**src/loopback_pkg.sv**
```systemverilog
// shared sizes for the loopback core; FIFO_DEPTH and LEN_QUEUE_DEPTH must be powers of two
`default_nettype none

package loopback_pkg;

    // byte storage of the frame FIFO
    localparam int FIFO_DEPTH = 64;
    localparam int FIFO_ADDR_W = $clog2(FIFO_DEPTH);

    // committed frames waiting for transmission
    localparam int LEN_QUEUE_DEPTH = 8;
    localparam int LQ_ADDR_W = $clog2(LEN_QUEUE_DEPTH);

    // longer frames are dropped as oversize
    localparam int MAX_FRAME_LEN = 32;
    localparam int LEN_W = $clog2(MAX_FRAME_LEN + 1);

    // idle transmit cycles after each frame
    localparam int IFG_CYCLES = 12;
    localparam int IFG_W = $clog2(IFG_CYCLES + 1);

    // statistics counters wrap at this width
    localparam int STAT_W = 16;
    localparam int STAT_COUNT = 5;

    typedef enum logic [1:0] {
        TX_IDLE,
        TX_SEND,
        TX_GAP
    } tx_state_t;

    // selector values double as counter indices
    typedef enum logic [2:0] {
        STAT_RX_GOOD     = 3'd0,
        STAT_RX_BAD      = 3'd1,
        STAT_RX_OVERSIZE = 3'd2,
        STAT_RX_OVERFLOW = 3'd3,
        STAT_TX_FRAMES   = 3'd4
    } stat_sel_t;

endpackage

`default_nettype wire

```
**src/frame_fifo.sv**
```systemverilog
// frame FIFO, no receive back-pressure: bad, oversize and non-fitting frames are dropped whole
`timescale 1ns/1ps
`default_nettype none

module frame_fifo import loopback_pkg::*; (
    input  wire logic             clk,
    input  wire logic             arst_n,

    input  wire logic             rx_dv,
    input  wire logic             rx_er,
    input  wire logic [7:0]       rxd,

    input  wire logic             rd_en,
    input  wire logic             frame_pop,
    output logic      [7:0]       rd_data,
    output logic                  frame_avail,
    output logic      [LEN_W-1:0] head_len,

    output logic                  rx_good,
    output logic                  rx_bad,
    output logic                  rx_oversize,
    output logic                  rx_overflow
);

logic [7:0]       mem [FIFO_DEPTH];
logic [LEN_W-1:0] lq_mem [LEN_QUEUE_DEPTH];

// pointers carry one extra bit to tell full from empty
logic [FIFO_ADDR_W:0] wr_ptr;
logic [FIFO_ADDR_W:0] wr_ptr_commit;
logic [FIFO_ADDR_W:0] rd_ptr;
logic [FIFO_ADDR_W:0] fifo_used;
logic [LQ_ADDR_W:0]   lq_wr;
logic [LQ_ADDR_W:0]   lq_rd;
logic [LQ_ADDR_W:0]   lq_used;

logic             rx_dv_q;
logic             frm_err;
logic             frm_over;
logic             frm_fit;
logic [LEN_W-1:0] frm_len;

logic fifo_full;
logic lq_full;
logic at_max;
logic wr_ok;
logic eof;
logic frm_good;

assign fifo_used = wr_ptr - rd_ptr;
assign fifo_full = fifo_used[FIFO_ADDR_W];
assign lq_used = lq_wr - lq_rd;
assign lq_full = lq_used[LQ_ADDR_W];

assign at_max = (frm_len == LEN_W'(MAX_FRAME_LEN));
// stop storing once a frame is known to be dropped anyway
assign wr_ok = rx_dv && frm_fit && !fifo_full && !at_max;
assign eof = rx_dv_q && !rx_dv;
assign frm_good = !frm_err && !frm_over && frm_fit && !lq_full;

assign frame_avail = (lq_wr != lq_rd);
assign head_len = lq_mem[lq_rd[LQ_ADDR_W-1:0]];

always_ff @(posedge clk) begin
    if (wr_ok) begin
        mem[wr_ptr[FIFO_ADDR_W-1:0]] <= rxd;
    end
    if (eof && frm_good) begin
        lq_mem[lq_wr[LQ_ADDR_W-1:0]] <= frm_len;
    end
    if (rd_en) begin
        rd_data <= mem[rd_ptr[FIFO_ADDR_W-1:0]];
    end
end

always_ff @(posedge clk or negedge arst_n) begin
    if (!arst_n) begin
        rx_dv_q <= 1'b0;
        wr_ptr <= '0;
        wr_ptr_commit <= '0;
        rd_ptr <= '0;
        lq_wr <= '0;
        lq_rd <= '0;
        frm_err <= 1'b0;
        frm_over <= 1'b0;
        frm_fit <= 1'b1;
        frm_len <= '0;
        rx_good <= 1'b0;
        rx_bad <= 1'b0;
        rx_oversize <= 1'b0;
        rx_overflow <= 1'b0;
    end else begin
        rx_dv_q <= rx_dv;
        rx_good <= 1'b0;
        rx_bad <= 1'b0;
        rx_oversize <= 1'b0;
        rx_overflow <= 1'b0;

        if (wr_ok) begin
            wr_ptr <= wr_ptr + 1'b1;
        end
        if (rd_en) begin
            rd_ptr <= rd_ptr + 1'b1;
        end
        if (frame_pop) begin
            lq_rd <= lq_rd + 1'b1;
        end

        // per-frame flags while bytes arrive
        if (rx_dv) begin
            if (rx_er) begin
                frm_err <= 1'b1;
            end
            if (at_max) begin
                frm_over <= 1'b1;
            end else begin
                frm_len <= frm_len + 1'b1;
                if (fifo_full) begin
                    frm_fit <= 1'b0;
                end
            end
        end

        // fate of the frame, one outcome only
        if (eof) begin
            frm_err <= 1'b0;
            frm_over <= 1'b0;
            frm_fit <= 1'b1;
            frm_len <= '0;
            if (frm_good) begin
                wr_ptr_commit <= wr_ptr;
                lq_wr <= lq_wr + 1'b1;
                rx_good <= 1'b1;
            end else begin
                wr_ptr <= wr_ptr_commit;
                rx_bad <= frm_err;
                rx_oversize <= !frm_err && frm_over;
                rx_overflow <= !frm_err && !frm_over;
            end
        end
    end
end

// reader must stay inside committed frames
assert property (@(posedge clk) disable iff (!arst_n) rd_en |-> (rd_ptr != wr_ptr_commit));

assert property (@(posedge clk) disable iff (!arst_n)
    $onehot0({rx_good, rx_bad, rx_oversize, rx_overflow}));

endmodule

`default_nettype wire

```
**src/tx_ctrl.sv**
```systemverilog
// transmit FSM, starts a frame only from idle with tx_enable high and always finishes it
`timescale 1ns/1ps
`default_nettype none

module tx_ctrl import loopback_pkg::*; (
    input  wire logic             clk,
    input  wire logic             arst_n,

    input  wire logic             tx_enable,
    input  wire logic             frame_avail,
    input  wire logic [LEN_W-1:0] head_len,
    input  wire logic [7:0]       rd_data,
    input  wire logic             gap_busy,

    output logic                  rd_en,
    output logic                  frame_pop,
    output logic                  gap_start,

    output logic                  tx_en,
    output logic      [7:0]       txd,
    output logic                  tx_done
);

tx_state_t        state;
logic [LEN_W-1:0] len;
logic [LEN_W-1:0] rd_cnt;
logic             rd_valid_q;
logic             last_q;

// one read per cycle until the whole frame is fetched
assign rd_en = (state == TX_SEND) && (rd_cnt != len);
assign frame_pop = rd_en && (LEN_W'(rd_cnt + 1'b1) == len);
// gap starts with the last byte on the wire
assign gap_start = (state == TX_SEND) && tx_done;

always_ff @(posedge clk or negedge arst_n) begin
    if (!arst_n) begin
        state <= TX_IDLE;
        len <= '0;
        rd_cnt <= '0;
        rd_valid_q <= 1'b0;
        last_q <= 1'b0;
        tx_en <= 1'b0;
        tx_done <= 1'b0;
    end else begin
        case (state)
            TX_IDLE: begin
                if (tx_enable && frame_avail) begin
                    state <= TX_SEND;
                    len <= head_len;
                    rd_cnt <= '0;
                end
            end
            TX_SEND: begin
                if (rd_en) begin
                    rd_cnt <= rd_cnt + 1'b1;
                end
                if (tx_done) begin
                    state <= TX_GAP;
                end
            end
            TX_GAP: begin
                if (!gap_busy) begin
                    state <= TX_IDLE;
                end
            end
            default: state <= TX_IDLE;
        endcase

        // rd_data lands one cycle after rd_en
        rd_valid_q <= rd_en;
        last_q <= frame_pop;
        tx_en <= rd_valid_q;
        tx_done <= last_q;
    end
end

always_ff @(posedge clk) begin
    txd <= rd_data;
end

assert property (@(posedge clk) disable iff (!arst_n) (state == TX_GAP) |-> !tx_en);

assert property (@(posedge clk) disable iff (!arst_n) rd_cnt <= LEN_W'(MAX_FRAME_LEN));

endmodule

`default_nettype wire

```
**src/ifg_timer.sv**
```systemverilog
// inter-frame gap timer, gap_busy high for exactly IFG_CYCLES cycles after gap_start
`timescale 1ns/1ps
`default_nettype none

module ifg_timer import loopback_pkg::*; (
    input  wire logic clk,
    input  wire logic arst_n,
    input  wire logic gap_start,
    output logic      gap_busy
);

logic [IFG_W-1:0] cnt;

assign gap_busy = (cnt != '0);

always_ff @(posedge clk or negedge arst_n) begin
    if (!arst_n) begin
        cnt <= '0;
    end else if (gap_start) begin
        cnt <= IFG_W'(IFG_CYCLES);
    end else if (gap_busy) begin
        cnt <= cnt - 1'b1;
    end
end

// transmit side must wait out the previous gap
assert property (@(posedge clk) disable iff (!arst_n) gap_start |-> !gap_busy);

endmodule

`default_nettype wire

```
**src/stat_counters.sv**
```systemverilog
// wrapping event counters, clear beats a same-cycle event, read-out has one cycle of latency
`timescale 1ns/1ps
`default_nettype none

module stat_counters import loopback_pkg::*; (
    input  wire logic              clk,
    input  wire logic              arst_n,

    input  wire logic              rx_good,
    input  wire logic              rx_bad,
    input  wire logic              rx_oversize,
    input  wire logic              rx_overflow,
    input  wire logic              tx_done,

    input  wire logic              stat_clear,
    input  wire stat_sel_t         stat_sel,
    output logic      [STAT_W-1:0] stat_value
);

logic [STAT_W-1:0]     cnt [STAT_COUNT];
logic [STAT_COUNT-1:0] evt;

// event bits follow the selector encoding
assign evt[STAT_RX_GOOD] = rx_good;
assign evt[STAT_RX_BAD] = rx_bad;
assign evt[STAT_RX_OVERSIZE] = rx_oversize;
assign evt[STAT_RX_OVERFLOW] = rx_overflow;
assign evt[STAT_TX_FRAMES] = tx_done;

always_ff @(posedge clk or negedge arst_n) begin
    if (!arst_n) begin
        for (int i = 0; i < STAT_COUNT; i++) begin
            cnt[i] <= '0;
        end
    end else begin
        for (int i = 0; i < STAT_COUNT; i++) begin
            if (stat_clear) begin
                cnt[i] <= '0;
            end else if (evt[i]) begin
                cnt[i] <= cnt[i] + 1'b1;
            end
        end
    end
end

// unused selector codes read as zero
always_ff @(posedge clk or negedge arst_n) begin
    if (!arst_n) begin
        stat_value <= '0;
    end else if (int'(stat_sel) < STAT_COUNT) begin
        stat_value <= cnt[stat_sel];
    end else begin
        stat_value <= '0;
    end
end

endmodule

`default_nettype wire

```
**src/loopback_core.sv**
```systemverilog
// single-clock GMII-style frame loopback, no preamble or FCS handling and no receive back-pressure
`timescale 1ns/1ps
`default_nettype none

module loopback_core import loopback_pkg::*; (
    input  wire logic              clk,
    input  wire logic              arst_n,

    // receive side
    input  wire logic              rx_dv,
    input  wire logic              rx_er,
    input  wire logic [7:0]        rxd,

    // transmit side
    input  wire logic              tx_enable,
    output wire logic              tx_en,
    output wire logic [7:0]        txd,

    // statistics read port
    input  wire stat_sel_t         stat_sel,
    input  wire logic              stat_clear,
    output wire logic [STAT_W-1:0] stat_value
);

logic             rd_en;
logic             frame_pop;
logic [7:0]       rd_data;
logic             frame_avail;
logic [LEN_W-1:0] head_len;
logic             rx_good;
logic             rx_bad;
logic             rx_oversize;
logic             rx_overflow;
logic             gap_start;
logic             gap_busy;
logic             tx_done;

frame_fifo u_fifo (
    .clk(clk),
    .arst_n(arst_n),
    .rx_dv(rx_dv),
    .rx_er(rx_er),
    .rxd(rxd),
    .rd_en(rd_en),
    .frame_pop(frame_pop),
    .rd_data(rd_data),
    .frame_avail(frame_avail),
    .head_len(head_len),
    .rx_good(rx_good),
    .rx_bad(rx_bad),
    .rx_oversize(rx_oversize),
    .rx_overflow(rx_overflow)
);

tx_ctrl u_tx (
    .clk(clk),
    .arst_n(arst_n),
    .tx_enable(tx_enable),
    .frame_avail(frame_avail),
    .head_len(head_len),
    .rd_data(rd_data),
    .gap_busy(gap_busy),
    .rd_en(rd_en),
    .frame_pop(frame_pop),
    .gap_start(gap_start),
    .tx_en(tx_en),
    .txd(txd),
    .tx_done(tx_done)
);

ifg_timer u_ifg (
    .clk(clk),
    .arst_n(arst_n),
    .gap_start(gap_start),
    .gap_busy(gap_busy)
);

stat_counters u_stat (
    .clk(clk),
    .arst_n(arst_n),
    .rx_good(rx_good),
    .rx_bad(rx_bad),
    .rx_oversize(rx_oversize),
    .rx_overflow(rx_overflow),
    .tx_done(tx_done),
    .stat_clear(stat_clear),
    .stat_sel(stat_sel),
    .stat_value(stat_value)
);

endmodule

`default_nettype wire

```
**config.mk**
```make
export PLATFORM = sky130hd
export DESIGN_NAME = loopback_core
export DESIGN_NICKNAME = d
export VERILOG_FILES = /design/src/loopback_pkg.sv /design/src/frame_fifo.sv /design/src/tx_ctrl.sv /design/src/ifg_timer.sv /design/src/stat_counters.sv /design/src/loopback_core.sv
export SDC_FILE = /design/constraint.sdc
export NUM_CORES = 1
export LEC_CHECK = 0
export BUFFER_PORTS_ARGS = -buffer_cell sky130_fd_sc_hd__buf_2
export CAP_MARGIN = 20
export CORE_MARGIN = 1.5
export CORE_UTILIZATION = 37
export DETAILED_ROUTE_END_ITERATION = 8
export GPL_ROUTABILITY_DRIVEN = 0
export HOLD_SLACK_MARGIN = 0.06
export SYNTH_ARGS = -nofsm -noshare
export SYNTH_HDL_FRONTEND = slang
export SYNTH_SLANG_ARGS = --single-unit
```
**constraint.sdc**
```tcl
create_clock -name clk -period 3.2 [get_ports clk]
set_input_delay 0.32 -clock clk [delete_from_list [all_inputs] [get_ports clk]]
set_output_delay 0.32 -clock clk [all_outputs]
set_load 0.02 [all_outputs]
```
==> results.md, run 1 <==
- Worst-path clk slew: 0.06 ns
- Seq cells post-synth: 737
- Post-synth cell types: 64
- Drt total wl: 70,000 um
- Post-CTS Setup Inserts: 0
- VDD IR max: 0.446 mV
- Type of element capturing the critical path: register
- FF-to-FF setup slack: 0.28 ns
- DIE HEIGHT: 289 um
- Post-DRT Antenna Nets: 0
- Synthesized Nets: 1,880
- Synth Area per Inst: 16.4 um^2
- Top cells by count, synth: 568 x edfxtp_1, 186 x nor2_1, 160 x dfrtp_1
- Yosys warnings: 0
- Final Cycle Share: 0.913
- Pins Over Slew Limit: 0
- First-iteration detailed-routing DRC count: 1,463
- Fmax: 342 MHz
- H-Tree Depth: 3
- Int Pwr: 19.4 mW
- First-pass GRT wire length: 107,000 um
- Crit Path Category: reg -> reg
- Post-layout min period: 2.92 ns
- Antenna violations before repair: 2
- Total number of vias: 16,800
- Final worst slack: 0.280 ns
- Synth top area cells: edfxtp_1 56%, dfrtp_1 13%, mux4_2 11%
- Clock root buffer: clkbuf_16
- WL/cell: 22.2 um
- Skew-Pair Late Insertion Delay: 0.64 ns
- Final #Nets: 2,068
- Unrepaired setup endpoints after global routing: no
- CP Launch Type: register
- Drc violations: 0
- Worst slack, placed: 0.305 ns
- PwrDens: 796 nW/um^2
- Setup Skew: 0.0401 ns
- Cell taking the most area after synthesis: edfxtp_1
- Post_cts resized: 0
- Clk sinks: 737
- # hold bufs at CTS: 6
- Initial Utilization: 0.374
- TritonCTS clock tree: built
- Net Sw Frac: 0.308
- FP Rows: 104
- Worst Max-Slew Pin Slew: 1.04 ns
- Die area: 83,300 um^2
- Headroom to the max-slew limit: 0.308
- Detail Placement HPWL: 45,800 um
- Buffers on Ports: 41
- Crit path DAT: 3.26 ns
- Ports: 42
- Top-count cell post-synth: edfxtp_1
- Via/cell ratio: 5.33
- Post-Syn Area: 30,200 um^2
- Clock Path Buffers: 3
- Final Core Density: 0.436
- Comb power frac: 0.268
- Worst Path Required: 3.54 ns
- Core Footprint: 80,700 um^2
- Status: completed
- Layout cells sized above 1: 0.230
- EDFF count, synth: 568
- Maximum capacitance violations: 0
- Tot GR Track Use: 0.171
- Aggregate global routing overflow: 0
- Number of global-route vias before repair: 17,100
- Leakage power: 12.3 nW
- CTS buffer count: 79
- Net switching power: 8.63 mW
- Syn Inst Count: 1,841
- Yosys top cell area share: 0.565
- Drt first pass iters: 7
- Largest net degree at the start of global routing: 76
- Ys flop type: edfxtp_1
- Critical Path Fanout Max: 8
- Inserted Diodes: 0
- Die W: 289 um
- # setup viols final: 0
- Seq pwr share: 0.409
- Async S/R FF share, synth: 0.218
- Worst min-delay path category: in -> reg
- Hold Fails Final Rpt: 0
- Seq/Total Area, Yosys: 0.704
- Clock share of power: 0.323
- Final setup TNS: 0 ns
- Synth-to-layout area growth: 16.4%
power groups by stage:
stage / sequential, mW / clock [mW] / combinational [mW]
6_report: 11.4 / 9.05 / 7.50
5_1_grt: 11.5 / 9.60 / 8.07
4_1_cts: 11.4 / 9.25 / 7.55
3_5_place_dp: 11.6 / 0 / 7.51
3_3_place_gp: 11.6 / 0 / 7.41
2_1_floorplan: 11.4 / 0 / 5.08
flip-flops by register name, indices dropped and copies added, names as in the netlist, 2 cells and up:
name / count
u_fifo.mem: 512
u_stat.cnt: 80
u_fifo.lq_mem: 48
u_stat.stat_value: 16
u_fifo.rd_data: 8
u_tx.txd: 8
u_fifo.rd_ptr: 7
u_fifo.wr_ptr: 7
u_fifo.wr_ptr_commit: 7
u_fifo.frm_len: 6
u_tx.len: 6
u_tx.rd_cnt: 6
u_fifo.lq_rd: 4
u_fifo.lq_wr: 4
u_ifg.cnt: 4
u_tx.state: 2
critical path: stages, from the launching register on:
cell      delay, ns
dfrtp_1        0.37
inv_1          0.06
ha_1           0.32
a211o_1        0.29
a21oi_1        0.22
o21ai_4        0.15
mux2i_4        0.31
nand4b_1       0.21
buf_4          0.22
nor2_1         0.25
buf_4          0.21
through the flow:
step	power (mW)	std cells	hold WS (ns)	instance area, um^2
after detailed placement	19.1	3002	0.340	32500
after global placement	19.0	3002	0.337	32500
after floorplan	16.5	1841	0.0244	30200
after global routing	29.2	3153	0.104	35200
final	28.0	3153	0.0906	35200
after CTS	28.2	3153	0.0688	35200
kinds of logic after synthesis:
kind of cell | count (synthesis) | synth area share
adder cells (fa/ha/maj) | 22 | 0.00912
multiplexers | 205 | 0.128
XOR/XNOR | 97 | 0.0281
flip-flops | 737 | 0.704
AND/OR/NAND/NOR | 463 | 0.0712
buffers and inverters | 131 | 0.0198
AO/OA/AOI/OAI | 186 | 0.0397
final cells by class:
| cell class | count | area (um^2) |
|---|---|---|
| fill | 7121 | 45500 |
| clock buffer | 94 | 2120 |
| timing repair buffer | 195 | 1460 |
| tap | 1060 | 1330 |
| inverter | 43 | 161 |
| multi-input combinational | 973 | 8350 |
| clock inverter | 51 | 489 |
| sequential | 737 | 21300 |
per-layer routing:
| layer | up-vias | global-route usage | wire [um] |
|---|---|---|---|
| li1 | 7484 | - | - |
| met1 | 8699 | 0.241 | 31100 |
| met2 | 501 | 0.269 | 33000 |
| met3 | 115 | 0.0287 | 4030 |
| met4 | 0 | 0.0568 | 1960 |
| met5 | - | 0 | 0 |
layout by cell type (no fill, tap or decap), types with 8 or more instances in the layout:
cell type | Yosys | layout
edfxtp_1 | 568 | 568
clkinv_2 | 0 | 14
clkinvlp_4 | 0 | 8
clkbuf_16 | 0 | 81
xor2_1 | 63 | 63
o22ai_1 | 12 | 12
clkbuf_1 | 47 | 9
nand4_1 | 26 | 26
nor3_1 | 21 | 21
inv_1 | 41 | 41
mux4_2 | 141 | 141
buf_4 | 7 | 142
mux2_2 | 19 | 19
mux2i_1 | 37 | 37
a21oi_1 | 41 | 41
clkinv_1 | 0 | 16
nor2_1 | 186 | 186
dfrtp_1 | 160 | 158
buf_2 | 19 | 40
and3_1 | 16 | 16
nand2_1 | 105 | 105
nand3_1 | 46 | 46
ha_1 | 22 | 22
or3_1 | 19 | 19
dfxtp_1 | 8 | 8
xnor2_1 | 34 | 34
a22oi_1 | 25 | 25
o21ai_0 | 53 | 53
path summary, 6_finish.rpt:
check	start	end	cells after the start
min	stat_sel[2]	u_stat.stat_value[15]	2
min reg2reg	u_tx.last_q	u_tx.tx_done	0
max reg2reg	u_fifo.rd_ptr[3]	u_fifo.mem[43][1]	10
max	u_fifo.rd_ptr[3]	u_fifo.mem[43][1]	10
max in group asynchronous	arst_n	u_stat.cnt[77]	3
min in group asynchronous	arst_n	u_stat.cnt[10]	2
No activity file was read; power rests on OpenSTA's default activity.
==> run 2, diff against run 1 <==
--- a/config.mk
+++ b/config.mk
@@ -7,11 +7,14 @@
 export LEC_CHECK = 0
 export BUFFER_PORTS_ARGS = -buffer_cell sky130_fd_sc_hd__buf_2
 export CAP_MARGIN = 20
+export CELL_PAD_IN_SITES_DETAIL_PLACEMENT = 1
+export CELL_PAD_IN_SITES_GLOBAL_PLACEMENT = 1
 export CORE_MARGIN = 1.5
 export CORE_UTILIZATION = 37
 export DETAILED_ROUTE_END_ITERATION = 8
 export GPL_ROUTABILITY_DRIVEN = 0
 export HOLD_SLACK_MARGIN = 0.06
+export PLACE_DENSITY_LB_ADDON = 0.1
 export SYNTH_ARGS = -nofsm -noshare
 export SYNTH_HDL_FRONTEND = slang
 export SYNTH_SLANG_ARGS = --single-unit
==> run 2 against run 1 <==
Effect of this change:
- the flow now finishes with violations (DRC)
- register-to-register slack lost 0.08 ns
- cell count is essentially flat
- worst hold slack gained 0.023 ns
- cell area grew 0.33%
- sequential power is essentially flat
- sequential share of layout area shrank 0.20 points
- maximum frequency shrank 2.7%
- clock power grew 7.1%
==> results.md, run 2 (same netlist as run 1, synthesis figures left out) <==
- Status: complete, but fails checks
- Failing checks: DRC
- Maximum capacitance violations: 0 (unchanged)
- Worst min-delay path category: in -> reg
- Antenna violations before repair: 0 (-2)
- FP Rows: 104 (unchanged)
- Clk sinks: 737 (unchanged)
- Aggregate global routing overflow: 0 (unchanged)
- Post-CTS Setup Inserts: 0 (unchanged)
- Total number of vias: 16,700 (-0.41%)
- Final Core Density: 0.437 (+0.00143)
- Crit path DAT: 3.25 ns (about the same)
- Largest net degree at the start of global routing: 81 (+6.6%)
- Via/cell ratio: 5.30 (-0.44%)
- Drt first pass iters: 9 (+2)
- WL/cell: 25.4 um (+14%)
- Final Cycle Share: 0.938 (+0.0250)
- Hold Fails Final Rpt: 0 (unchanged)
- Die area: 83,300 um^2 (unchanged)
- Type of element capturing the critical path: register
- First-pass GRT wire length: 120,000 um (+12%)
- Initial Utilization: 0.374 (unchanged)
- H-Tree Depth: 3 (unchanged)
- Tot GR Track Use: 0.196 (+0.0254)
- Commonest non-fill, non-tap cell in the layout: edfxtp_1
- Clock root buffer: clkbuf_16
- Met3 wire length: 3580 um (-11%)
- Setup Skew: 0.0188 ns (-0.0213 ns)
- Fmax: 333 MHz (-2.7%)
- Synth-to-layout area growth: 16.8%
- Unrepaired setup endpoints after global routing: no
- # setup viols final: 0 (unchanged)
- First-iteration detailed-routing DRC count: 1,241 (-15%)
- Final worst slack: 0.200 ns (-0.0799 ns)
- CTS buffer count: 81 (+2.5%)
- Critical Path Fanout Max: 8 (unchanged)
- Pins Over Slew Limit: 0 (unchanged)
- Die W: 289 um (unchanged)
- Core Footprint: 80,700 um^2 (unchanged)
- Worst Max-Slew Pin Slew: 0.922 ns (-0.116 ns)
- Post-DRT Antenna Nets: 0 (unchanged)
- Number of global-route vias before repair: 17,800 (+4.2%)
- Met2 routed WL: 39,600 um (+20%)
- DIE HEIGHT: 289 um (unchanged)
- PwrDens: 822 nW/um^2 (+3.3%)
- Fillcell total: 7,890 (+11%)
- VDD IR max: 0.458 mV (+2.7%)
- Clock Path Buffers: 3 (unchanged)
- Worst-path clk slew: 0.06 ns (about the same)
- Inserted Diodes: 0 (unchanged)
- Area used by multi-input combinational logic: 8350 um^2 (about the same)
- Leakage power: 12.4 nW (+0.55%)
- Ports: 42 (unchanged)
- Met1 wire length: 35,200 um (+13%)
- Drc violations: 1 (+1)
- Headroom to the max-slew limit: 0.385 (+0.0773)
- Worst slack, placed: 0.144 ns (-0.161 ns)
- TritonCTS clock tree: built
- Drt total wl: 80,100 um (+14%)
- Buffers on Ports: 41 (unchanged)
- CP Launch Type: register
- Post-layout min period: 3.00 ns (+0.0799 ns)
- Final #Nets: 2,066 (-0.097%)
- Top layer in use: met4
- Max reg flops: 512 (unchanged)
- Skew-Pair Late Insertion Delay: 0.62 ns (-0.02 ns)
- Most frequent cells in the layout: 568 x edfxtp_1, 185 x nor2_1, 158 x dfrtp_1
- Sequential Area: 21,300 um^2 (unchanged)
- Worst Path Required: 3.45 ns (-0.09 ns)
- Layout cells sized above 1: 0.228 (-0.00154)
- Final setup TNS: 0 ns (unchanged)
- Pwr Total: 29.0 mW (+3.6%)
- Detail Placement HPWL: 51,900 um (+14%)
- Crit Path Category: reg -> reg
[run 2: cell count changes in the layout (fill, tap and decap cells not counted), moves of 2 or more]
cell | previous run | this run
buf_4 | 142 | 148
buf_2 | 40 | 34
clkinvlp_4 | 8 | 3
clkbuf_16 | 81 | 84
clkinv_16 | 2 | 0
bufinv_16 | 6 | 12
dlygate4sd3_1 | 6 | 3
clkbuf_1 | 9 | 18
clkinv_2 | 14 | 11
[run 2: where the power goes]
| part | leakage [nW] | total [mW] | switching (mW) | internal (mW) |
|---|---|---|---|---|
| clock network | 1.34 | 9.69 | 3.83 | 5.87 |
| logic | 3.72 | 7.87 | 4.59 | 3.27 |
| registers | 7.34 | 11.4 | 0.507 | 10.9 |
| total | 12.4 | 29.0 | 8.93 | 20.1 |
[run 2: critical path, stage by stage (launching register included)]
cell and delay, ns:
dfrtp_1 0.45, ha_1 0.32, a211o_1 0.30, a21oi_1 0.24, o21ai_4 0.16, mux2i_4 0.34, nand2_1 0.25, nor2_1 0.58
[run 2: worst paths after layout]
check | start | endpoint | slack (ns) | cells past startpoint
min in group asynchronous | arst_n | u_stat.stat_value[14] | 0.28 | 2
max in group asynchronous | arst_n | u_tx.state[0] | 2.10 | 3
min reg2reg | u_tx.last_q | u_tx.tx_done | 0.35 | 0
min | stat_sel[2] | u_stat.stat_value[0] | 0.11 | 2
max reg2reg | u_fifo.wr_ptr[3] | u_fifo.mem[29][2] | 0.20 | 7
max | u_fifo.wr_ptr[3] | u_fifo.mem[29][2] | 0.20 | 7
[run 2: per-stage QoR]
step | instances | area, um^2 | hold WS, ns
final | 3154 | 35300 | 0.114
after global routing | 3154 | 35300 | 0.121
after CTS | 3154 | 35300 | 0.0805
after detailed placement | 3001 | 32500 | 0.336
after global placement | 3001 | 32500 | 0.333
after floorplan | 1841 | 30200 | 0.0244
[run 2: per-layer routing]
layer / GRT usage / up-vias
li1: - / 7467
met1: 0.265 / 8844
met2: 0.330 / 327
met3: 0.0303 / 92
met4: 0.0531 / 0
met5: 0 / -
[run 2: repair_timing]
item / 4_1_cts / 5_1_grt
resized for setup: 0 / 1
hold endpoints to repair: 65 / 0
hold buffers: 3 / 0
endpoints found under the setup margin: 0 / 8
[run 2: area by class of cell]
cell class	instances	area share
flip-flops and latches	737	0.603
multi-input cells	973	0.237
clock buffers	106	0.0631
repair buffers	191	0.0403
well taps	1060	0.0376
clock inverters	44	0.0150
inverters	43	0.00458
==> run 3, diff against run 2 <==
--- a/config.mk
+++ b/config.mk
@@ -5,13 +5,13 @@
 export SDC_FILE = /design/constraint.sdc
 export NUM_CORES = 1
 export LEC_CHECK = 0
-export BUFFER_PORTS_ARGS = -buffer_cell sky130_fd_sc_hd__buf_2
 export CAP_MARGIN = 20
 export CELL_PAD_IN_SITES_DETAIL_PLACEMENT = 1
 export CELL_PAD_IN_SITES_GLOBAL_PLACEMENT = 1
 export CORE_MARGIN = 1.5
 export CORE_UTILIZATION = 37
 export DETAILED_ROUTE_END_ITERATION = 8
+export DONT_BUFFER_PORTS = 1
 export GPL_ROUTABILITY_DRIVEN = 0
 export HOLD_SLACK_MARGIN = 0.06
 export PLACE_DENSITY_LB_ADDON = 0.1
==> run 3 against run 2 <==
Effect of this change:
- the flow finishes with violations (DRC, hold timing)
- clock power fell by 2%
- worst hold slack got worse by 0.73 ns
- first-iteration DRC count rose by 1.1%
- largest cell class unchanged
- highest routed layer unchanged
==> results.md, run 3 (same netlist as run 1, synthesis figures left out) <==
- Worst Path Required: 3.54 ns (+0.09 ns)
- Drt total wl: 79,900 um (-0.27%)
- Drc violations: 3 (+2)
- Crit Path Category: reg -> reg
- Skew-Pair Late Insertion Delay: 0.64 ns (+0.02 ns)
- Layout cells sized above 1: 0.215 (-0.0132)
- Commonest non-fill, non-tap cell in the layout: edfxtp_1
- Headroom to the max-slew limit: 0.419 (+0.0334)
- Tot GR Track Use: 0.197 (+0.00111)
- Final #Nets: 2,034 (-1.5%)
- Fillcell total: 7,849 (-0.52%)
- WL/cell: 25.6 um (+0.69%)
- Detail Placement HPWL: 50,200 um (-3.3%)
- Worst-path clk slew: 0.06 ns (about the same)
- Die area: 83,300 um^2 (unchanged)
- Worst min-delay path category: in -> async
- First-pass GRT wire length: 121,000 um (+0.87%)
- Pwr Total: 28.7 mW (-1.2%)
- Area used by multi-input combinational logic: 8360 um^2 (about the same)
- Crit path DAT: 3.25 ns (about the same)
- Number of global-route vias before repair: 18,100 (+1.3%)
- Failing checks: DRC, hold timing
- Ports: 42 (unchanged)
- Setup Skew: 0.0378 ns (+0.0190 ns)
- Final Cycle Share: 0.909 (-0.0290)
- VDD IR max: 0.532 mV (+16%)
- Via/cell ratio: 5.34 (+0.63%)
- Sequential Area: 21,300 um^2 (unchanged)
- Leakage power: 12.3 nW (-0.59%)
- Core Footprint: 80,700 um^2 (unchanged)
- First-iteration detailed-routing DRC count: 1,255 (+1.1%)
- Die W: 289 um (unchanged)
- Largest net degree at the start of global routing: 162 (+100%)
- Status: complete, but fails checks
- Antenna violations before repair: 1 (+1)
- Hold Fails Final Rpt: 161 (+161)
- TritonCTS clock tree: built
- Most frequent cells in the layout: 568 x edfxtp_1, 186 x nor2_1, 158 x dfrtp_1
- Unrepaired setup endpoints after global routing: no
- Aggregate global routing overflow: 0 (unchanged)
- Worst Max-Slew Pin Slew: 0.870 ns (-0.0518 ns)
- Inserted Diodes: 0 (unchanged)
- CTS buffer count: 82 (+1.2%)
- Fmax: 344 MHz (+3.2%)
- Buffers on Ports: 0 (-100%)
- Post-layout min period: 2.91 ns (-0.0929 ns)
- Critical Path Fanout Max: 8 (unchanged)
- Max reg flops: 512 (unchanged)
- Final Core Density: 0.438 (+0.000729)
- Clock Path Buffers: 3 (unchanged)
- Clock root buffer: clkbuf_16
- Inst Count DP: 2,947 (-1.8%)
- Final setup TNS: 0 ns (unchanged)
- Post-DRT Antenna Nets: 0 (unchanged)
- Type of element capturing the critical path: register
- Maximum capacitance violations: 0 (unchanged)
- PwrDens: 811 nW/um^2 (-1.3%)
- Drt first pass iters: 9 (unchanged)
- Initial Utilization: 0.374 (unchanged)
- Synth-to-layout area growth: 17.0%
- Fin cells: 3,124 (-0.95%)
- DIE HEIGHT: 289 um (unchanged)
- H-Tree Depth: 3 (unchanged)
- FP Rows: 104 (unchanged)
- CP Launch Type: register
- Clk sinks: 737 (unchanged)
- Total number of vias: 16,700 (-0.33%)
- Pins Over Slew Limit: 0 (unchanged)
- WHS: -0.617 ns (-0.731 ns)
- # setup viols final: 0 (unchanged)
==> run 3: cell types whose count changed in the layout (fill, tap and decap cells not counted), moves of 3 or more <==
| cell | before | now |
|---|---|---|
| buf_16 | 0 | 9 |
| buf_2 | 34 | 0 |
| buf_4 | 148 | 127 |
| bufinv_16 | 12 | 6 |
| clkbuf_1 | 18 | 12 |
| clkbuf_8 | 4 | 8 |
| clkinv_2 | 11 | 17 |
| clkinvlp_4 | 3 | 6 |
| dlygate4sd3_1 | 3 | 15 |
| inv_16 | 0 | 3 |
==> run 3: area by class of cell <==
cell class | count | area share
tap | 1060 | 0.0375
inverter | 43 | 0.00457
timing repair buffer | 158 | 0.0422
clock inverter | 49 | 0.0137
multi-input combinational | 973 | 0.237
clock buffer | 104 | 0.0639
sequential | 737 | 0.602
==> run 3: per-stage QoR <==
step | worst slack, ns | area (um^2)
6_report | 0.293 | 35300
5_1_grt | 0.0980 | 35300
4_1_cts | 0.288 | 35300
3_5_place_dp | 0.294 | 32200
3_3_place_gp | 0.355 | 32200
2_1_floorplan | 0.150 | 30200
==> run 3: path summary, 6_finish.rpt <==
kind,start,to,slack [ns],cells after the start
worst min-delay path,arst_n,u_stat.cnt[78],-0.62,0
min in group clk,rxd[3],u_fifo.mem[51][3],0.07,1
worst max-delay path,u_fifo.rd_ptr[3],u_fifo.mem[11][4],0.29,10
worst min register to register,u_tx.last_q,u_tx.tx_done,0.34,0
worst max register to register,u_fifo.rd_ptr[3],u_fifo.mem[11][4],0.29,10
max in group asynchronous,arst_n,u_fifo.frm_fit,3.49,0
==> run 3: routing by layer <==
metal | vias to the layer above | global-route usage | routed length [um]
li1 | 7412 | - | -
met2 | 370 | 0.332 | 40000
met4 | 0 | 0.0639 | 2300
met3 | 120 | 0.0282 | 3360
met5 | - | 0 | 0
met1 | 8773 | 0.263 | 34300
==> run 3: what timing repair did <==
action	4_1_cts	5_1_grt
setup endpoints to repair	0	0
setup buffers	0	0
hold buffers	23	1
hold endpoints to repair	781	163
resized for setup	0	0
==> run 3: worst max-delay path, cell delays in order (launching register included) <==
cell and delay (ns):
dfrtp_1 0.35, inv_1 0.06, ha_1 0.31, a211o_1 0.30
a21oi_1 0.23, o21ai_4 0.15, mux2i_4 0.35, nand4b_1 0.17
buf_4 0.26, nor2_1 0.23, buf_4 0.20
==> run 3: power by group <==
group          internal (mW)  leakage (nW)  switching, mW
registers               10.9          7.34          0.540
logic                   3.24          3.65           4.43
clock network           5.53          1.34           3.99
total                   19.7          12.3           8.96
